**src/design/clint_cfg.svh**
```systemverilog
/*
 * clint configuration: bus widths, register offsets and reset values
 */

`ifndef CLINT_CFG_SVH
`define CLINT_CFG_SVH

// bus widths
`define CLINT_ADDR_W 40
`define CLINT_ID_W 4
`define CLINT_DATA_W 64

// --------------------
// register map
`define CLINT_MSIP_OFS 40'h00_0080_0000
`define CLINT_MTIMECMP_OFS 40'h00_0080_4000
`define CLINT_MTIME_OFS 40'h00_0080_bff8
`define CLINT_MTIMEH_OFS 40'h00_0080_bffc

// timer compare starts out of reach
`define CLINT_MTIMECMP_RST 64'hffff_ffff_ffff_ffff

`endif
```
**src/design/clint_pkg.sv**
```systemverilog
/*
 * clint types: system bus channel payloads, write-join states
 * and the committed write command
 */

`include "clint_cfg.svh"

package clint_pkg;

  // --------------------
  // request channels
  typedef struct packed {
    logic [`CLINT_ID_W-1:0]   awid;
    logic [`CLINT_ADDR_W-1:0] awaddr;
  } sysbus_aw_t;

  typedef struct packed {
    logic [`CLINT_ID_W-1:0]   arid;
    logic [`CLINT_ADDR_W-1:0] araddr;
  } sysbus_ar_t;

  typedef struct packed {
    logic [`CLINT_DATA_W-1:0] wdata;
  } sysbus_w_t;

  // --------------------
  // response channels
  typedef struct packed {
    logic [`CLINT_ID_W-1:0] bid;
  } sysbus_b_t;

  typedef struct packed {
    logic [`CLINT_ID_W-1:0]   rid;
    logic [`CLINT_DATA_W-1:0] rdata;
  } sysbus_r_t;

  // write join: which half of the write has been seen
  typedef enum logic [1:0] {
    wr_idle,
    wr_have_aw,
    wr_have_w,
    wr_resp
  } wr_state_e;

  // address and data of a write, handed to the registers
  typedef struct packed {
    logic [`CLINT_ADDR_W-1:0] addr;
    logic [`CLINT_DATA_W-1:0] data;
  } clint_wr_cmd_t;

endpackage

```
**src/design/clint_top.sv**
```systemverilog
/*
 * core-local interrupt and timer slave on the system bus
 */

`timescale 1ns/100ps
`include "clint_cfg.svh"

module clint_top (
  input  logic                  clk,
  input  logic                  rst_to_orv64,
  input  logic                  aw_valid,
  output logic                  aw_ready,
  input  clint_pkg::sysbus_aw_t aw,
  input  logic                  w_valid,
  output logic                  w_ready,
  input  clint_pkg::sysbus_w_t  w,
  input  logic                  ar_valid,
  output logic                  ar_ready,
  input  clint_pkg::sysbus_ar_t ar,
  output logic                  b_valid,
  input  logic                  b_ready,
  output clint_pkg::sysbus_b_t  b,
  output logic                  r_valid,
  input  logic                  r_ready,
  output clint_pkg::sysbus_r_t  r,
  output logic                  sw_int,
  output logic                  timer_int
);

  logic                     wr_commit;
  clint_pkg::clint_wr_cmd_t wr_cmd;
  logic                     b_load, b_busy, r_busy;
  clint_pkg::sysbus_b_t     b_load_data;
  clint_pkg::sysbus_r_t     r_load_data;
  logic [`CLINT_DATA_W-1:0] mtime, mtimecmp, rdata;

  // --------------------
  // write path
  clint_wr_fsm u_wr_fsm (
    .clk, .rst_to_orv64, .aw_valid, .aw, .w_valid, .w,
    .b_slot_busy(b_busy), .aw_ready, .w_ready, .wr_commit, .wr_cmd,
    .b_load, .b_load_data
  );

  clint_mtime u_mtime (
    .clk, .rst_to_orv64, .wr_commit, .wr_cmd, .mtime, .mtimecmp, .timer_int
  );

  clint_regs u_regs (
    .clk, .rst_to_orv64, .wr_commit, .wr_cmd, .ar, .mtime, .mtimecmp,
    .sw_int, .rdata
  );

  clint_resp_slot #(.payload_t(clint_pkg::sysbus_b_t)) u_b_slot (
    .clk, .rst_to_orv64, .load(b_load), .load_data(b_load_data),
    .ready(b_ready), .valid(b_valid), .data(b), .busy(b_busy)
  );

  // --------------------
  // read path, data sampled at the ar edge
  assign ar_ready = ~r_busy;
  assign r_load_data.rid = ar.arid;
  assign r_load_data.rdata = rdata;

  clint_resp_slot #(.payload_t(clint_pkg::sysbus_r_t)) u_r_slot (
    .clk, .rst_to_orv64, .load(ar_valid & ar_ready), .load_data(r_load_data),
    .ready(r_ready), .valid(r_valid), .data(r), .busy(r_busy)
  );

endmodule

```
**src/design/clint_resp_slot.sv**
```systemverilog
/*
 * one-entry response holder, shared by the b and r channels
 */

`timescale 1ns/100ps

module clint_resp_slot #(
  parameter type payload_t = logic
) (
  input  logic     clk,
  input  logic     rst_to_orv64,
  input  logic     load,
  input  payload_t load_data,
  input  logic     ready,
  output logic     valid,
  output payload_t data,
  output logic     busy
);

  // load only arrives while empty, producers gate on busy
  always_ff @(posedge clk) begin
    if (rst_to_orv64) begin
      valid <= 1'b0;
    end else if (load) begin
      valid <= 1'b1;
    end else if (valid && ready) begin
      valid <= 1'b0;
    end
  end

  // held stable until the transfer
  always_ff @(posedge clk) begin
    if (load) data <= load_data;
  end

  assign busy = valid;

endmodule

```
**src/design/clint_regs.sv**
```systemverilog
/*
 * msip register, write decode and read data mux
 */

`timescale 1ns/100ps
`include "clint_cfg.svh"

module clint_regs (
  input  logic                     clk,
  input  logic                     rst_to_orv64,
  input  logic                     wr_commit,
  input  clint_pkg::clint_wr_cmd_t wr_cmd,
  input  clint_pkg::sysbus_ar_t    ar,
  input  logic [`CLINT_DATA_W-1:0] mtime,
  input  logic [`CLINT_DATA_W-1:0] mtimecmp,
  output logic                     sw_int,
  output logic [`CLINT_DATA_W-1:0] rdata
);

  logic msip;

  // only bit 0 is kept
  always_ff @(posedge clk) begin
    if (rst_to_orv64) begin
      msip <= 1'b0;
    end else if (wr_commit && (wr_cmd.addr == `CLINT_MSIP_OFS)) begin
      msip <= wr_cmd.data[0];
    end
  end

  assign sw_int = msip;

  // --------------------
  // read decode, unmapped reads return zero
  always_comb begin
    case (ar.araddr)
      `CLINT_MSIP_OFS: rdata = {{(`CLINT_DATA_W-1){1'b0}}, msip};
      `CLINT_MTIMECMP_OFS: rdata = mtimecmp;
      `CLINT_MTIME_OFS: rdata = mtime;
      `CLINT_MTIMEH_OFS: begin
        rdata = {{(`CLINT_DATA_W/2){1'b0}}, mtime[`CLINT_DATA_W-1:`CLINT_DATA_W/2]};
      end
      default: rdata = '0;
    endcase
  end

endmodule

```
**src/design/clint_mtime.sv**
```systemverilog
/*
 * machine timer: free-running mtime, mtimecmp and the timer interrupt
 */

`timescale 1ns/100ps
`include "clint_cfg.svh"

module clint_mtime (
  input  logic                     clk,
  input  logic                     rst_to_orv64,
  input  logic                     wr_commit,
  input  clint_pkg::clint_wr_cmd_t wr_cmd,
  output logic [`CLINT_DATA_W-1:0] mtime,
  output logic [`CLINT_DATA_W-1:0] mtimecmp,
  output logic                     timer_int
);

  // counts every cycle, bus traffic or not
  always_ff @(posedge clk) begin
    if (rst_to_orv64) begin
      mtime <= '0;
    end else begin
      mtime <= mtime + `CLINT_DATA_W'(1);
    end
  end

  // full 64-bit replace, no strobes
  always_ff @(posedge clk) begin
    if (rst_to_orv64) begin
      mtimecmp <= `CLINT_MTIMECMP_RST;
    end else if (wr_commit && (wr_cmd.addr == `CLINT_MTIMECMP_OFS)) begin
      mtimecmp <= wr_cmd.data;
    end
  end

  // unsigned compare, level stays up until mtimecmp moves ahead
  assign timer_int = (mtime >= mtimecmp);

endmodule

```
**src/design/clint_wr_fsm.sv**
```systemverilog
/*
 * write join FSM: takes aw and w in any order, commits the write
 * and holds off new writes until the b response has left
 */

`timescale 1ns/100ps

module clint_wr_fsm (
  input  logic                     clk,
  input  logic                     rst_to_orv64,
  input  logic                     aw_valid,
  input  clint_pkg::sysbus_aw_t    aw,
  input  logic                     w_valid,
  input  clint_pkg::sysbus_w_t     w,
  input  logic                     b_slot_busy,
  output logic                     aw_ready,
  output logic                     w_ready,
  output logic                     wr_commit,
  output clint_pkg::clint_wr_cmd_t wr_cmd,
  output logic                     b_load,
  output clint_pkg::sysbus_b_t     b_load_data
);

  clint_pkg::wr_state_e state, state_nxt;
  clint_pkg::sysbus_aw_t aw_q;
  clint_pkg::sysbus_w_t  w_q;
  logic aw_fire, w_fire;

  // each channel is open until its half of the write is held
  assign aw_ready = (state == clint_pkg::wr_idle) || (state == clint_pkg::wr_have_w);
  assign w_ready  = (state == clint_pkg::wr_idle) || (state == clint_pkg::wr_have_aw);
  assign aw_fire  = aw_valid & aw_ready;
  assign w_fire   = w_valid & w_ready;

  always_comb begin
    state_nxt = state;
    case (state)
      clint_pkg::wr_idle: begin
        if (aw_fire && w_fire) state_nxt = clint_pkg::wr_resp;
        else if (aw_fire) state_nxt = clint_pkg::wr_have_aw;
        else if (w_fire) state_nxt = clint_pkg::wr_have_w;
      end
      clint_pkg::wr_have_aw: if (w_fire) state_nxt = clint_pkg::wr_resp;
      clint_pkg::wr_have_w: if (aw_fire) state_nxt = clint_pkg::wr_resp;
      // b slot is already full on the first cycle here
      clint_pkg::wr_resp: if (!b_slot_busy) state_nxt = clint_pkg::wr_idle;
      default: state_nxt = clint_pkg::wr_idle;
    endcase
  end

  always_ff @(posedge clk) begin
    if (rst_to_orv64) begin
      state <= clint_pkg::wr_idle;
    end else begin
      state <= state_nxt;
    end
  end

  // --------------------
  // early half of the write
  always_ff @(posedge clk) begin
    if (aw_fire) aw_q <= aw;
    if (w_fire) w_q <= w;
  end

  // commit on the edge where the second half arrives
  assign wr_commit = (state != clint_pkg::wr_resp) && (state_nxt == clint_pkg::wr_resp);
  assign b_load    = wr_commit;

  // the late half comes straight from the bus
  assign wr_cmd.addr = (state == clint_pkg::wr_have_aw) ? aw_q.awaddr : aw.awaddr;
  assign wr_cmd.data = (state == clint_pkg::wr_have_w) ? w_q.wdata : w.wdata;
  assign b_load_data.bid = (state == clint_pkg::wr_have_aw) ? aw_q.awid : aw.awid;

endmodule

```
**config.mk**
```make
export PLATFORM = sky130hd
export DESIGN_NAME = clint_top
export DESIGN_NICKNAME = d
export VERILOG_FILES = /design/src/design/clint_pkg.sv /design/src/design/clint_top.sv /design/src/design/clint_resp_slot.sv /design/src/design/clint_regs.sv /design/src/design/clint_mtime.sv /design/src/design/clint_wr_fsm.sv
export VERILOG_INCLUDE_DIRS = /design/src /design/src/design
export SDC_FILE = /design/constraint.sdc
export NUM_CORES = 1
export LEC_CHECK = 0
export ABC_AREA = 1
export BUFFER_PORTS_ARGS = -buffer_cell sky130_fd_sc_hd__buf_2
export CORE_MARGIN = 4
export CORE_UTILIZATION = 47
export DETAILED_ROUTE_END_ITERATION = 7
export PLACE_DENSITY = 0.71
export SLEW_MARGIN = 0
export SYNTH_ARGS = -nofsm -noshare
export SYNTH_HDL_FRONTEND = slang
export SYNTH_SLANG_ARGS = --single-unit
```
**constraint.sdc**
```tcl
create_clock -name clk -period 3.7 [get_ports clk]
set_input_delay 0.185 -clock clk [delete_from_list [all_inputs] [get_ports clk]]
set_output_delay 0.185 -clock clk [all_outputs]
set_load 0.02 [all_outputs]
```
# Yosys cells after proc, flatten, opt, wreduce, memory -nomap -nowiden
# Cells that the tools add are included.
dict set report classes {
  n_addsub 1
  magnitude_cmp 1
  eq_ne 11
  muxes 15
  bitwise_logic 4
  reduce_logical 11
}
# cell count
set ops {}
lappend ops {{64-bit case mux with 4 select lines} 1}
lappend ops {{40-bit by 24-bit == test with 1-bit output (second input constant)} 6}
lappend ops {{64-bit by 1-bit adder with 64-bit output (second input constant)} 1}
lappend ops {{64-bit greater-or-equal comparator} 1}
lappend ops {{64-bit 2-to-1 mux} 1}
lappend ops {{40-bit 2-to-1 mux} 1}
lappend ops {{2-bit 2-to-1 mux} 6}
lappend ops {{2-bit case mux with 4 select lines} 1}
lappend ops {{2-bit == test (second input constant)} 3}
lappend ops {{1-bit logical AND} 6}
lappend ops {{1-bit 2-to-1 mux} 4}
lappend ops {{4-bit 2-to-1 mux} 1}
lappend ops {{2-bit nonzero test} 2}
lappend ops {{1-bit AND} 3}
lappend ops {{2-bit by 1-bit == test with 1-bit output (second input constant)} 1}
lappend ops {{2-bit zero test} 1}
lappend ops {{1-bit logical OR} 2}
lappend ops {{2-bit != test (second input constant)} 1}
lappend ops {{1-bit NOT} 1}
dict set report totals {
  reg_bits 313
}

# Depth between registers and ports, before layout
# Gate-level depths: netlist (run 1).
dict set report depth {
  word_depth 10
  ltp_mapped 15
}

# Cells and area by module
# From an unflattened synthesis (run 1), not the netlist that was laid out.
dict set report unflattened {
  cells_unflattened 2126
  area_unflattened_um2 16761.1
}
# mod n_inst cells_per_inst area_per_inst_um2 seq_area_each_um2
set modules_own_cells {}
lappend modules_own_cells {clint_mtime 1 1198 7851.3 2562.5}
lappend modules_own_cells {clint_wr_fsm 1 488 4983.5 3283.1}
lappend modules_own_cells {{clint_resp_slot (u_r_slot)} 1 74 2089.5 2062.0}
lappend modules_own_cells {clint_regs 1 353 1655.3 20.0}
lappend modules_own_cells {{clint_resp_slot (u_b_slot)} 1 10 167.7 140.1}
lappend modules_own_cells {clint_top 1 3 13.8 0.0}

# Worst setup path after synthesis (run 1)
# OpenSTA, ideal clock, no wires.
dict set report synth_timing {
  kind {flip-flop to flip-flop}
  start {register u_wr_fsm.state[0]}
  end {register u_mtime.mtimecmp[10]}
  arrival_time_ns 3.462
  t_required_ns 3.566
  path_slack_ns 0.104
  stages_incl_launch_ff 10
  synth_period_minus_slack_ns 3.596
  cell_sequence {dfxtp_1 -> nor2_1 -> o21ai_0 -> inv_2 -> nand2_1 -> nor2_4 -> nand2_2 -> buf_2 -> nand2_1 -> nand3_1}
}
dict set report synth_via {
  elab_cells_between_ends 23
  cone_classes {6 x eq/ne; 9 x mux; 2 x bitwise; 6 x reduce/logical}
}
# element line_no
set synth_lines {}
lappend synth_lines {{from (decl)} clint_wr_fsm.sv:24} ;# clint_pkg::wr_state_e state, state_nxt;
lappend synth_lines {{from (signal assigned)} clint_wr_fsm.sv:53} ;# state <= clint_pkg::wr_idle;
lappend synth_lines {{from (signal assigned)} clint_wr_fsm.sv:55} ;# state <= state_nxt;
lappend synth_lines {{2-bit == test / 2-bit zero test (equally long branches)} clint_wr_fsm.sv:30} ;# assign aw_ready = (state == clint_pkg::wr_idle) || (state == clint_pkg::wr_have_w);
lappend synth_lines {{1-bit logical OR *} clint_wr_fsm.sv:30}
lappend synth_lines {{1-bit AND *} clint_wr_fsm.sv:32} ;# assign aw_fire = aw_valid & aw_ready;
lappend synth_lines {{net u_wr_fsm.aw_fire} clint_wr_fsm.sv:27} ;# logic aw_fire, w_fire;
lappend synth_lines {{2-bit 2-to-1 mux / 1-bit logical AND (equally long branches)} {clint_wr_fsm.sv:40, clint_wr_fsm.sv:39}}
lappend synth_lines {{2-bit 2-to-1 mux} clint_wr_fsm.sv:39} ;# if (aw_fire && w_fire) state_nxt = clint_pkg::wr_resp;
lappend synth_lines {{2-bit case mux with 4 select lines *} clint_wr_fsm.sv:37} ;# case (state)
lappend synth_lines {{2-bit == test *} clint_wr_fsm.sv:67} ;# assign wr_commit = (state != clint_pkg::wr_resp) && (state_nxt == clint_pkg::wr_resp);
lappend synth_lines {{1-bit logical AND *} clint_wr_fsm.sv:67}
lappend synth_lines {{net b_load} clint_top.sv:32} ;# logic b_load, b_busy, r_busy;
lappend synth_lines {{1-bit logical AND *} clint_mtime.sv:31} ;# end else if (wr_commit && (wr_cmd.addr == `CLINT_MTIMECMP_OFS)) begin
lappend synth_lines {{to (signal assigned)} clint_mtime.sv:30} ;# mtimecmp <= `CLINT_MTIMECMP_RST;
lappend synth_lines {{to (signal assigned)} clint_mtime.sv:32} ;# mtimecmp <= wr_cmd.data;
lappend synth_lines {{to (decl)} clint_mtime.sv:14} ;# output logic [`CLINT_DATA_W-1:0] mtimecmp,
# Mark *: on every way through the listed nets, which the timed path passes. The rest lies on a longest branch.
# A chain may end at the register's enable or synchronous reset.

# Worst setup path after layout (run 1)
dict set report layout_timing {
  start {register u_mtime.mtime[54]}
  end {output timer_int}
}
dict set report layout_via {
  elab_chain_len 1
}
# element line_no
set layout_lines {}
lappend layout_lines {{from (decl)} clint_mtime.sv:13} ;# output logic [`CLINT_DATA_W-1:0] mtime,
lappend layout_lines {{from (signal assigned)} clint_mtime.sv:23} ;# mtime <= mtime + `CLINT_DATA_W'(1);
lappend layout_lines {{64-bit greater-or-equal comparator} clint_mtime.sv:37} ;# assign timer_int = (mtime >= mtimecmp);
lappend layout_lines {{to (decl)} clint_top.sv:27} ;# output logic timer_int
# No other way between the ends.

==> results of run 1 <==
-- cell usage in the layout (no fill, tap or decap), types with 3 or more instances in the layout --
cell and count:
sky130_fd_sc_hd__nand2_1 388, sky130_fd_sc_hd__buf_2 237, sky130_fd_sc_hd__nand3_1 211, sky130_fd_sc_hd__nor2_1 208
sky130_fd_sc_hd__edfxtp_1 180, sky130_fd_sc_hd__inv_1 174, sky130_fd_sc_hd__dfxtp_1 133, sky130_fd_sc_hd__dlygate4sd3_1 114
sky130_fd_sc_hd__a21oi_1 77, sky130_fd_sc_hd__ha_1 65, sky130_fd_sc_hd__mux2_2 63, sky130_fd_sc_hd__nand4_1 35
sky130_fd_sc_hd__clkbuf_16 35, sky130_fd_sc_hd__o21ai_0 33, sky130_fd_sc_hd__nor3_1 33, sky130_fd_sc_hd__o22ai_1 31
sky130_fd_sc_hd__o211ai_1 31, sky130_fd_sc_hd__buf_4 19, sky130_fd_sc_hd__clkinv_2 9, sky130_fd_sc_hd__clkbuf_1 7
sky130_fd_sc_hd__inv_2 6, sky130_fd_sc_hd__nor2_4 5, sky130_fd_sc_hd__or2_2 4, sky130_fd_sc_hd__xor2_1 4
sky130_fd_sc_hd__clkbuf_8 4, sky130_fd_sc_hd__nand2_2 3, sky130_fd_sc_hd__nor2_2 3, sky130_fd_sc_hd__xnor2_1 3
sky130_fd_sc_hd__bufinv_16 3
-- sequential cells by signal, indices dropped and copies added (netlist names) --
name / count
u_wr_fsm.aw_q: 44
u_mtime.mtimecmp: 64
u_b_slot.data: 4
u_wr_fsm.state: 2
u_r_slot.busy: 1
u_regs.sw_int: 1
u_r_slot.data: 68
u_wr_fsm.w_q: 64
u_b_slot.busy: 1
u_mtime.mtime: 64
-- cells by family after synthesis --
| group | count (synthesis) | synth area share |
|---|---|---|
| multiplexers | 64 | 0.04633 |
| AO/OA/AOI/OAI | 176 | 0.06486 |
| flip-flops | 313 | 0.5195 |
| XOR/XNOR | 7 | 0.003948 |
| adder cells (fa/ha/maj) | 65 | 0.05237 |
| AND/OR/NAND/NOR | 901 | 0.2480 |
| buffers and inverters | 241 | 0.06502 |
-- worst paths after layout --
kind | start | to | slack, ps | cells past startpoint
worst max-delay path | u_mtime.mtime[54]$_SDFF_PP0_ | timer_int | 1000 | 11
worst min-delay path | rst_to_orv64 | u_mtime.mtime[25]$_SDFF_PP0_ | 50 | 4
worst max register to register | u_wr_fsm.state[0]$_SDFF_PP0_ | u_mtime.mtimecmp[57]$_SDFFE_PP1P_ | 1140 | 10
worst min register to register | u_mtime.mtimecmp[29]$_SDFFE_PP1P_ | u_mtime.mtimecmp[29]$_SDFFE_PP1P_ | 460 | 2
-- repair_timing --
item	CTS	global route
hold buffers	114	0
endpoints found under the hold margin	118	0
setup buffers	0	0
-- report_power, final --
group	internal (uW)	switching, uW	leakage, uW
clock network	2060	1450	0.000575
registers	3840	51.0	0.00281
logic	280	341	0.00507
-- critical path, delay by kind of cell (launching register included) --
family / cells / cell delay, ps
fa+ha+maj: 1 / 330
buf+inv: 1 / 160
flops: 1 / 420
simple gates: 9 / 1070
-- final cells by class --
class | instances | area (sq um) | area share
Inverter | 180 | 675.6 | 0.03483
Timing Repair Buffer | 370 | 2470 | 0.1273
Clock buffer | 46 | 957.2 | 0.04934
Multi-Input combinational cell | 1213 | 6475 | 0.3338
Clock inverter | 17 | 200.2 | 0.01032
Tap cell | 442 | 553.0 | 0.02851
Sequential cell | 313 | 8068 | 0.4159
-- stage by stage --
| stage | hold WS [ps] | setup WS, ps | area (sq um) |
|---|---|---|---|
| final | 50.66 | 996.4 | 19400 |
| after CTS | 37.90 | 965.2 | 19400 |
| after global placement | 366.9 | 1219 | 17100 |
| after floorplan | 283.9 | 104.0 | 15530 |
| after global routing | 73.53 | 791.8 | 19400 |
| after detailed placement | 367.7 | 1133 | 17100 |
-- per-layer routing --
metal	global-route usage	vias to the layer above
li1	-	6705
met1	0.3563	6607
met2	0.4524	518
met3	0.03835	100
met4	0.07874	0
met5	0	-
==> run summary, run 1 <==
=================================================================================
Result of the run                                                    finished clean
RSZ-0062 raised after global routing                                        false
Most frequent cells after synthesis                                  sky130_fd_sc_hd__nand2_1, sky130_fd_sc_hd__nand3_1, sky130_fd_sc_hd__nor2_1, sky130_fd_sc_hd__edfxtp_1, sky130_fd_sc_hd__inv_1
Antenna Diode Count                                                             0
Io pins                                                                       238
Met1 Wirelength                                                      20860 microns
Count of state elements after synthesis                                       313
Final weighted congestion in routability-driven placement                  0.9533
Average vias per placed instance                                            5.397
Total count of max-transition violations in the final report                    0
Total CTS buffers                                                              35
HP Class                                                                in -> reg
Number of nets in the synthesized netlist                                    1991
Number of failing setup endpoints in the final timing report                    0
Period Utilization, post-route                                             0.7307
Vias                                                                        13930
DR iter-0 viols                                                              1061
Number of synthesized flops with an enable pin                                180
Portion of synthesized cell area occupied by the leading cell type         0.3481
Start-to-end type of the worst setup path                              reg -> out
Max Freq                                                                369.9 MHz
Number of maximum-capacitance constraint violations                             0
Number of synthesis warnings                                                    0
All-Layer GR Usage                                                         0.2661
Setup TNS Final                                                              0 ps
Post-route clock skew                                                    12.67 ps
Total overflow reported by the global router                                    0
Library cells used by synthesis                                                36
Cell type with the highest aggregate area in the netlist             sky130_fd_sc_hd__edfxtp_1
Rows                                                                           66
Cell-by-cell trace of the critical path                              ha_1 > nand2_1 > nor2_1 > nor3b_1 > nand2_1 > nor2_1 > nand2_1 > nand2_1 > nor2_1 > nand2_1 > buf_2
Die X-Extent                                                         189.8 microns
Starting utilization of the core area                                      0.4773
Cell type with the highest occurrence count on the critical path     sky130_fd_sc_hd__nand2_1
Total Power Consumption                                                   8018 uW
Post-Synthesis Cells                                                         1767
Synth Cell Area                                                       15530 sq um
Clk sinks                                                                     313
Number of fillers in the final layout                                        2854
Peak fanout along the critical path                                             7
Net count, final                                                             2337
Synth-to-layout area growth                                                24.91%
Cell with the most instances after synthesis                         sky130_fd_sc_hd__nand2_1
Final critical-path required period                                       2704 ps
CTS clock-pin slew for the worst setup and hold paths                       60 ps
Met2 routed WL                                                       23140 microns
Root buffer cell                                                     sky130_fd_sc_hd__clkbuf_16
Area of the core                                                      32540 sq um
Prevailing post-synth register cell                                  sky130_fd_sc_hd__edfxtp_1
Met3 wire length                                                     3231 microns
P_leak                                                                0.008451 uW
Maximum number of pins on one net before global-route repair                   67
Final standard cell count with taps included and fillers excluded            2581
Drt pass-1 iters                                                                7
Per-cell routed wire length                                          18.85 microns
Sequential share of the synthesized area                                   0.5195
Worst-case clock buffer depth                                                   3
Peak supply drop                                                        0.4342 mV
Fraction of synthesis flops using an asynchronous set or reset pin              0
Via count of the first global-routing pass                                  14040
Synthesized area per cell                                             8.789 sq um
Share of layout cells above drive strength 1                               0.1851
Count of nets left with antenna violations after detail routing                 0
Slowest stage cell, crit path                                        sky130_fd_sc_hd__dfxtp_1
P per Cell Area                                                      413.3 nW/um^2
Quantity of I/O buffers inserted on ports                                     237
Critical Path Source Type                                                register
Full die area                                                         36010 sq um
Worst EP arrival                                                          2520 ps
Hold violation total from the final report                                      0
Post-CTS resize count                                                           0
Data required time of the worst path                                      3510 ps
Clock Latency Late Sink                                                    530 ps
Tightest Pin Transition                                                   1114 ps
Top post-synthesis cells by area                                     sky130_fd_sc_hd__edfxtp_1, sky130_fd_sc_hd__dfxtp_1, sky130_fd_sc_hd__nand2_1, sky130_fd_sc_hd__nand3_1, sky130_fd_sc_hd__ha_1
H-tree level count                                                              2
Global-route wire length before repair                               76020 microns
Clock tree from TritonCTS                                                    done
Highest Signal Layer                                                         met4
Final HPWL DP                                                        35560 microns
DR DRC count                                                                    0
Element type at the critical path end                                  output pin
Number of antenna violations at the first check in global routing               0
Largest stage delay on the critical path                                   420 ps
Post-placement cell count                                                    2404
DIE HEIGHT                                                           189.8 microns
Worst slew slack as a fraction of its limit                                0.2566
Final design utilization                                                   0.5962
Final wirelength                                                     48650 microns
=================================================================================
Note: power is estimated with default switching activity, not from simulation.
==> run 2, diff against run 1 <==
--- a/config.mk
+++ b/config.mk
@@ -6,12 +6,12 @@
 export SDC_FILE = /design/constraint.sdc
 export NUM_CORES = 1
 export LEC_CHECK = 0
-export ABC_AREA = 1
+export ABC_AREA = 0
 export BUFFER_PORTS_ARGS = -buffer_cell sky130_fd_sc_hd__buf_2
 export CORE_MARGIN = 4
 export CORE_UTILIZATION = 47
 export DETAILED_ROUTE_END_ITERATION = 7
-export PLACE_DENSITY = 0.71
+export PLACE_DENSITY = 0.68
 export SLEW_MARGIN = 0
 export SYNTH_ARGS = -nofsm -noshare
 export SYNTH_HDL_FRONTEND = slang
==> constraint.sdc (replaced) <==
create_clock -name clk -period 2.8 [get_ports clk]
set_input_delay 0.14 -clock clk [delete_from_list [all_inputs] [get_ports clk]]
set_output_delay 0.14 -clock clk [all_outputs]
set_load 0.02 [all_outputs]
==> run 2 against run 1 <==
Clock power is 31% higher. Critical path depth is 2 lower. Count of clock-buffer cells in the layout is 4 lower. Synthesized area is 6.6% lower. Synthesized cell count is 31% lower. Via count is 21% lower. Wire length is 22% lower. Combinational power is 23% higher.
==> run summary, run 2 <==
=================================================================================
Io pins                                                                       238   unchanged
Number of fillers in the final layout                                        2426   was 2854
Cell type with the highest aggregate area in the netlist             sky130_fd_sc_hd__edfxtp_1   unchanged
Hold violation total from the final report                                      0   unchanged
Tightest Pin Transition                                                  891.3 ps   was 1114 ps
Maximum number of pins on one net before global-route repair                   84   was 67
Number of flip-flops under the largest register name                           68   unchanged
Min-Delay Startpoint                                                 rst_to_orv64   unchanged
Element type at the critical path end                                  output pin   unchanged
Via count of the first global-routing pass                                  11120   was 14040
Area after detailed placement                                         16270 sq um   was 17100 sq um
Switching power share of the total                                         0.2169   was 0.2299
Worst-case hold path end point                                       u_mtime.mtime[40]$_SDFF_PP0_   was u_mtime.mtime[25]$_SDFF_PP0_
Clock Power Share                                                           0.440   was 0.438
Library cells used by synthesis                                                48   was 36
HP Class                                                                in -> reg   unchanged
P per Cell Area                                                      558.0 nW/um^2   was 413.3 nW/um^2
Post-route clock skew                                                    21.52 ps   was 12.67 ps
Top post-synthesis cells by area                                     sky130_fd_sc_hd__edfxtp_1, sky130_fd_sc_hd__dfxtp_1, sky130_fd_sc_hd__ha_1, sky130_fd_sc_hd__mux2_2, sky130_fd_sc_hd__mux2i_1   was sky130_fd_sc_hd__edfxtp_1, sky130_fd_sc_hd__dfxtp_1, sky130_fd_sc_hd__nand2_1, sky130_fd_sc_hd__nand3_1, sky130_fd_sc_hd__ha_1
Average vias per placed instance                                            5.437   was 5.397
Total CTS buffers                                                              34   was 35
Cell with the most instances after synthesis                         sky130_fd_sc_hd__edfxtp_1   was sky130_fd_sc_hd__nand2_1
Instance count along the most critical hold path                                2   was 4
Max Freq                                                                371.6 MHz
Per-cell routed wire length                                          18.82 microns   was 18.85 microns
Peak supply drop                                                        0.3979 mV   was 0.4342 mV
Final critical-path required period                                       2691 ps
Result of the run                                                    finished clean   unchanged
FF+latch area                                                          8095 sq um   was 8068 sq um
Number of maximum-capacitance constraint violations                             0   unchanged
Count of nets left with antenna violations after detail routing                 0   unchanged
Setup TNS Final                                                              0 ps   unchanged
DR iter-0 viols                                                               900   was 1061
Net count, final                                                             1820   was 2337
Number of antenna violations at the first check in global routing               1   was 0
Reg-to-reg critical path startpoint                                  u_wr_fsm.state[0]$_SDFF_PP0_   unchanged
Met1 Wirelength                                                      16330 microns   was 20860 microns
Destination of the worst register-to-register timing path            u_mtime.mtimecmp[44]$_SDFFE_PP1P_   was u_mtime.mtimecmp[57]$_SDFFE_PP1P_
Top reg by flops                                                     u_r_slot.data   unchanged
DIE HEIGHT                                                           183.6 microns   was 189.8 microns
Clock tree from TritonCTS                                                    done   unchanged
All-Layer GR Usage                                                         0.2198   was 0.2661
Post-Synthesis Cells                                                         1221   was 1767
Clock Latency Late Sink                                                    510 ps   was 530 ps
CTS clock-pin slew for the worst setup and hold paths                       60 ps   about the same
Drt pass-1 iters                                                                8   was 7
Number of failing setup endpoints in the final timing report                    0   unchanged
Clk sinks                                                                     313   unchanged
Area of the core                                                      30510 sq um   was 32540 sq um
Number of nets in the synthesized netlist                                    1445   was 1991
Portion of synthesized cell area occupied by the leading cell type         0.3728   was 0.3481
Leading cell types in the layout, fill and taps excluded             sky130_fd_sc_hd__buf_2, sky130_fd_sc_hd__edfxtp_1, sky130_fd_sc_hd__dlygate4sd3_1   was sky130_fd_sc_hd__nand2_1, sky130_fd_sc_hd__buf_2, sky130_fd_sc_hd__nand3_1
DR DRC count                                                                    0   unchanged
Prevailing post-synth register cell                                  sky130_fd_sc_hd__edfxtp_1   unchanged
Peak fanout along the critical path                                             3   was 7
Worst reg2reg setup slack                                                  250 ps   was 1140 ps
Part of the total power dissipated in sequential elements                   0.487   was 0.485
Number of synthesis warnings                                                    0   unchanged
Multi-input logic area                                                 5817 sq um   was 6475 sq um
Share of total power in combinational logic                                 0.073   was 0.077
Synth-to-layout area growth                                                29.38%   was 24.91%
Worst EP arrival                                                          2550 ps   was 2520 ps
Critical Path Source Type                                                register   unchanged
Total count of max-transition violations in the final report                    0   unchanged
Rows                                                                           64   was 66
Vias                                                                        10970   was 13930
Layout Cell Area excl Fill                                            18760 sq um   was 19400 sq um
Most common cell after layout, fill and taps aside                   sky130_fd_sc_hd__buf_2   was sky130_fd_sc_hd__nand2_1
Data required time of the worst path                                      2660 ps   was 3510 ps
Met2 routed WL                                                       18200 microns   was 23140 microns
Period Utilization, post-route                                             0.9612
Final wirelength                                                     37970 microns   was 48650 microns
H-tree level count                                                              2   unchanged
Sequential share of the synthesized area                                   0.5564   was 0.5195
Highest Signal Layer                                                         met4   unchanged
Cell internal power dissipation                                           8197 uW   was 6175 uW
Worst-case clock buffer depth                                                   3   unchanged
Root buffer cell                                                     sky130_fd_sc_hd__clkbuf_16   unchanged
Synth Cell Area                                                       14500 sq um   was 15530 sq um
Total overflow reported by the global router                                    0   unchanged
Most frequent cells after synthesis                                  sky130_fd_sc_hd__edfxtp_1, sky130_fd_sc_hd__dfxtp_1, sky130_fd_sc_hd__inv_1, sky130_fd_sc_hd__nor2_1, sky130_fd_sc_hd__mux2_2   was sky130_fd_sc_hd__nand2_1, sky130_fd_sc_hd__nand3_1, sky130_fd_sc_hd__nor2_1, sky130_fd_sc_hd__edfxtp_1, sky130_fd_sc_hd__inv_1
P_sw                                                                      2271 uW   was 1843 uW
Synthesized area per cell                                             11.87 sq um   was 8.789 sq um
Final HPWL DP                                                        25930 microns   was 35560 microns
Quantity of I/O buffers inserted on ports                                     237   unchanged
Start-to-end type of the worst setup path                              reg -> out   unchanged
P_leak                                                                0.007978 uW   was 0.008451 uW
Met3 wire length                                                     2309 microns   was 3231 microns
Fraction of synthesis flops using an asynchronous set or reset pin              0   unchanged
Starting utilization of the core area                                      0.4752   was 0.4773
Full die area                                                         33720 sq um   was 36010 sq um
Share of layout cells above drive strength 1                               0.2776   was 0.1851
Count of state elements after synthesis                                       313   unchanged
Final weighted congestion in routability-driven placement                  0.8541   was 0.9533
Global-route wire length before repair                               59610 microns   was 76020 microns
Worst slew slack as a fraction of its limit                                0.4058   was 0.2566
Die X-Extent                                                         183.6 microns   was 189.8 microns
Number of synthesized flops with an enable pin                                180   unchanged
Reg2Reg Depth                                                                   7   was 10
=================================================================================
run 2: critical path, stage by stage, from the launching register on:
cell	delay, ps
sky130_fd_sc_hd__dfxtp_2	350
sky130_fd_sc_hd__inv_1	60
sky130_fd_sc_hd__ha_1	290
sky130_fd_sc_hd__nand4_1	160
sky130_fd_sc_hd__nor3_1	90
sky130_fd_sc_hd__a221o_1	330
sky130_fd_sc_hd__o31a_1	290
sky130_fd_sc_hd__a2111oi_4	220
sky130_fd_sc_hd__o21ai_2	120
sky130_fd_sc_hd__buf_6	150
run 2: worst max path at each step:
stage | endpoint | slack [ps] | cells after the start | from
floorplan | u_wr_fsm.aw_q[0]$_DFFE_PP_ | 20 | 1 | u_wr_fsm.state[0]$_SDFF_PP0_
finish | timer_int | 110 | 9 | u_mtime.mtimecmp[50]$_SDFFE_PP1P_
global route | timer_int | -40 | 8 | u_mtime.mtimecmp[34]$_SDFFE_PP1P_
CTS | timer_int | 1 | 9 | u_mtime.mtimecmp[5]$_SDFFE_PP1P_
global placement | u_mtime.mtimecmp[40]$_SDFFE_PP1P_ | 300 | 7 | u_wr_fsm.aw_q[4]$_DFFE_PP_
detailed placement | u_mtime.mtimecmp[44]$_SDFFE_PP1P_ | 250 | 7 | u_wr_fsm.state[0]$_SDFF_PP0_
run 2: layer usage:
| metal | vias up | track usage |
|---|---|---|
| li1 | 5238 | - |
| met1 | 5304 | 0.2907 |
| met2 | 354 | 0.3705 |
| met3 | 75 | 0.03680 |
| met4 | 0 | 0.07122 |
| met5 | - | 0 |
run 2: final cells by class:
type,instances,area share
inverter,115,0.02301
tap,396,0.02641
multi-input combinational,737,0.3101
sequential,313,0.4315
timing repair buffer,395,0.1472
antenna,1,0.0001334
clock inverter,19,0.01134
clock buffer,42,0.05029
run 2: cell families (layout without fill, tap and decap cells):
family	after synthesis	count (layout)	share of synthesized area
mux	135	135	0.09907
simple gates	346	346	0.1321
other cells	0	1	0
flops	313	313	0.5564
compound gates	139	139	0.07240
fa+ha+maj	65	65	0.05609
buf+inv	171	571	0.05247
xor+xnor	52	52	0.03141
run 2: per-stage QoR:
| stage | setup slack, ps | std cells | hold WS (ps) | total power (uW) | utilization |
|---|---|---|---|---|---|
| 6_report | 108.7 | 2018 | 195.8 | 10470 | 0.6149 |
| 5_1_grt | -44.28 | 2018 | 251.8 | 10820 | 0.6149 |
| 4_1_cts | 1.176 | 2016 | 198.7 | 10570 | 0.6124 |
| 3_5_place_dp | 247.7 | 1835 | 321.6 | 5825 | 0.5332 |
| 3_3_place_gp | 298.5 | 1835 | 316.2 | 5810 | 0.5332 |
| 2_1_floorplan | 22.43 | 1221 | 238.9 | 5527 | - |
run 2: power by group through the flow:
stage / combinational (uW) / clock [uW] / sequential, uW
2_1_floorplan: 263 / 0 / 5260
3_3_place_gp: 625 / 0 / 5180
3_5_place_dp: 633 / 0 / 5190
4_1_cts: 766 / 4710 / 5090
5_1_grt: 827 / 4890 / 5100
6_report: 766 / 4610 / 5090
run 2: timing repair:
action                                 CTS  global route
endpoints found under the hold margin  131             0
pin swaps                               10             8
gates resized for setup                 22            19
setup buffers                            3             1
hold buffers                           117             0
setup endpoints to repair                1             1
gates cloned                             0             0
==> run 3, diff against run 2 <==
==> constraint.sdc (replaced) <==
create_clock -name clk -period 2.55 [get_ports clk]
set_input_delay 0.1275 -clock clk [delete_from_list [all_inputs] [get_ports clk]]
set_output_delay 0.1275 -clock clk [all_outputs]
set_load 0.02 [all_outputs]
==> run 3 against run 2 <==
The flow now finishes with violations (design-rule violations, negative setup slack). Power grew 9.0%. Sequential power rose by 9.8%. Clock power increased by 7.6%. Via count up 0.67%. Clock skew is 6.5 ps higher. Core utilization up 1.5 points. Critical path type unchanged. Largest cell class unchanged. Largest power group unchanged. Highest routed layer unchanged.
==> run summary, run 3 (synthesis gave the netlist of run 2 again) <==
================================================================================
Total count of max-transition violations in the final report                   0   unchanged
Final wirelength                                                    39000 microns   was 37970 microns
Critical Path Source Type                                               register   unchanged
Maximum number of pins on one net before global-route repair                  65   was 84
Total CTS buffers                                                             35   was 34
Setup TNS Final                                                        -215.8 ps   was 0 ps
Result of the run                                                   complete, but fails checks   was finished clean
Final HPWL DP                                                       26100 microns   was 25930 microns
Worst-case clock buffer depth                                                  3   unchanged
Vias                                                                       11040   was 10970
Start-to-end type of the worst setup path                             reg -> out   unchanged
Root buffer cell                                                    sky130_fd_sc_hd__clkbuf_16   unchanged
Quantity of I/O buffers inserted on ports                                    237   unchanged
Clk sinks                                                                    313   unchanged
Worst EP arrival                                                         2640 ps   was 2550 ps
P per Cell Area                                                     593.6 nW/um^2   was 558.0 nW/um^2
Area of the core                                                     30510 sq um   unchanged
Instance count along the most critical hold path                               2   unchanged
Reg-to-reg critical path startpoint                                 u_wr_fsm.aw_q[0]$_DFFE_PP_   was u_wr_fsm.state[0]$_SDFF_PP0_
Most common cell after layout, fill and taps aside                  sky130_fd_sc_hd__buf_2   unchanged
Violated checks                                                     design-rule violations, negative setup slack
Via count of the first global-routing pass                                 11060   was 11120
Total overflow reported by the global router                                   0   unchanged
Final critical-path required period                                      2766 ps
Clock tree from TritonCTS                                                   done   unchanged
Leading cell types in the layout, fill and taps excluded            sky130_fd_sc_hd__buf_2, sky130_fd_sc_hd__edfxtp_1, sky130_fd_sc_hd__dlygate4sd3_1   unchanged
Reg2Reg Depth                                                                  8   was 7
Multi-input logic area                                                5899 sq um   was 5817 sq um
Worst slew slack as a fraction of its limit                               0.5722   was 0.4058
Final weighted congestion in routability-driven placement                 0.8492   was 0.8541
Start point of the critical path                                    u_mtime.mtimecmp[14]$_SDFFE_PP1P_   was u_mtime.mtimecmp[50]$_SDFFE_PP1P_
Per-cell routed wire length                                         18.87 microns   was 18.82 microns
Hold violation total from the final report                                     0   unchanged
Post-route clock skew                                                   27.99 ps   was 21.52 ps
Final design utilization                                                  0.6300   was 0.6149
Peak supply drop                                                       0.4040 mV   was 0.3979 mV
Number of maximum-capacitance constraint violations                            0   unchanged
Destination of the worst register-to-register timing path           u_mtime.mtimecmp[37]$_SDFFE_PP1P_   was u_mtime.mtimecmp[44]$_SDFFE_PP1P_
Number of fillers in the final layout                                       2369   was 2426
Die X-Extent                                                        183.6 microns   unchanged
Top reg by flops                                                    u_r_slot.data   unchanged
Number of antenna violations at the first check in global routing              0   was 1
Rows                                                                          64   unchanged
Max Freq                                                               361.6 MHz
Net count, final                                                            1869   was 1820
Tightest Pin Transition                                                 641.7 ps   was 891.3 ps
Capturing instance or port of the critical path                        timer_int   unchanged
Io pins                                                                      238   unchanged
DR DRC count                                                                   7   was 0
Full die area                                                        33720 sq um   unchanged
Share of layout cells above drive strength 1                              0.2964   was 0.2776
All-Layer GR Usage                                                        0.2242   was 0.2198
P_leak                                                               0.008177 uW   was 0.007978 uW
Global-route wire length before repair                              60620 microns   was 59610 microns
Count of nets left with antenna violations after detail routing                0   unchanged
Drt pass-1 iters                                                               8   unchanged
Average vias per placed instance                                           5.346   was 5.437
FF+latch area                                                         8092 sq um   was 8095 sq um
Minimum setup slack in the final design                                -215.8 ps   was 108.7 ps
Worst reg2reg setup slack                                                  80 ps   was 250 ps
Antenna Diode Count                                                            0   was 1
Peak fanout along the critical path                                            3   unchanged
DIE HEIGHT                                                          183.6 microns   unchanged
Clock Latency Late Sink                                                   510 ps   about the same
HP Class                                                               in -> reg   unchanged
CTS clock-pin slew for the worst setup and hold paths                      60 ps   about the same
Element type at the critical path end                                 output pin   unchanged
Starting utilization of the core area                                     0.4752   unchanged
Synth-to-layout area growth                                               32.56%   was 29.38%
H-tree level count                                                             2   unchanged
Period Utilization, post-route                                             1.085
Number of failing setup endpoints in the final timing report                   1   was 0
Number of flip-flops under the largest register name                          68   unchanged
Data required time of the worst path                                     2420 ps   was 2660 ps
DR iter-0 viols                                                              889   was 900
RSZ-0062 raised after global routing                                        true
================================================================================
## run 3: changes by cell type in the layout (fill, tap and decap cells not counted), moves of 4 or more
cell	delta
sky130_fd_sc_hd__buf_4	+44
sky130_fd_sc_hd__clkbuf_1	+5
sky130_fd_sc_hd__clkinv_2	-5
sky130_fd_sc_hd__dfxtp_1	+5
sky130_fd_sc_hd__dfxtp_2	-6
sky130_fd_sc_hd__ha_1	-5
sky130_fd_sc_hd__ha_4	+5
sky130_fd_sc_hd__nor4_2	+4
## run 3: power by group
group          leakage, uW  total [uW]  switching, uW  internal [uW]
clock             0.000537        4960           1980           2980
sequential         0.00281        5590           56.7           5540
combinational      0.00483         858            435            423
## run 3: stage by stage
stage / hold slack [ps] / setup slack, ps / power [uW] / instances / instance area [sq um]
after global placement: 304.3 / 78.12 / 6392 / 1877 / 16620
after detailed placement: 306.2 / 12.99 / 6410 / 1877 / 16620
after global routing: 134.0 / -338.1 / 11830 / 2066 / 19220
after floorplan: 226.4 / 80.27 / 6067 / 1221 / 14510
after CTS: 109.9 / -155.7 / 11520 / 2063 / 19120
final: 123.6 / -215.8 / 11410 / 2066 / 19220
## run 3: area by class of cell
| class | instances | share of cell area |
|---|---|---|
| clock buffers | 45 | 0.04804 |
| clock inverters | 17 | 0.01035 |
| inverters | 115 | 0.02259 |
| multi-input cells | 737 | 0.3069 |
| flip-flops and latches | 313 | 0.4210 |
| well taps | 396 | 0.02578 |
| repair buffers | 443 | 0.1653 |
## run 3: repair_timing
| action | in CTS | in global routing |
|---|---|---|
| hold buffers | 117 | 0 |
| pin swaps | 14 | 5 |
| setup endpoints to repair | 1 | 49 |
| gates cloned | 0 | 1 |
| buffers inserted | 8 | 2 |
| hold endpoints to repair | 154 | 0 |
| gates resized for setup | 35 | 12 |
## run 3: how the worst min path moves through the flow
stage / from / to / slack, ps
CTS: rst_to_orv64 / u_mtime.mtime[33]$_SDFF_PP0_ / 110
detailed placement: ar[42] / u_r_slot.data[66]$_DFFE_PP_ / 310
global route: ar_valid / u_r_slot.data[5]$_DFFE_PP_ / 130
global placement: ar[43] / u_r_slot.data[67]$_DFFE_PP_ / 300
floorplan: ar[40] / u_r_slot.data[64]$_DFFE_PP_ / 230
finish: rst_to_orv64 / u_mtime.mtime[27]$_SDFF_PP0_ / 120
## run 3: critical path, stage by stage (launching register included)
cell	delay [ps]
sky130_fd_sc_hd__dfxtp_4	370
sky130_fd_sc_hd__inv_4	50
sky130_fd_sc_hd__ha_4	270
sky130_fd_sc_hd__nand4_1	150
sky130_fd_sc_hd__nor3_2	240
sky130_fd_sc_hd__nand2_1	80
sky130_fd_sc_hd__o211ai_1	370
sky130_fd_sc_hd__a31oi_1	160
sky130_fd_sc_hd__buf_4	180
sky130_fd_sc_hd__o21ai_4	140
sky130_fd_sc_hd__buf_6	130
## run 3: metal layers
layer,GRT usage,vias to the layer above,wire [microns]
li1,-,5325,-
met1,0.3100,5275,16770
met2,0.3708,379,18610
met3,0.03799,65,2718
met4,0.05542,0,896
met5,0,-,0
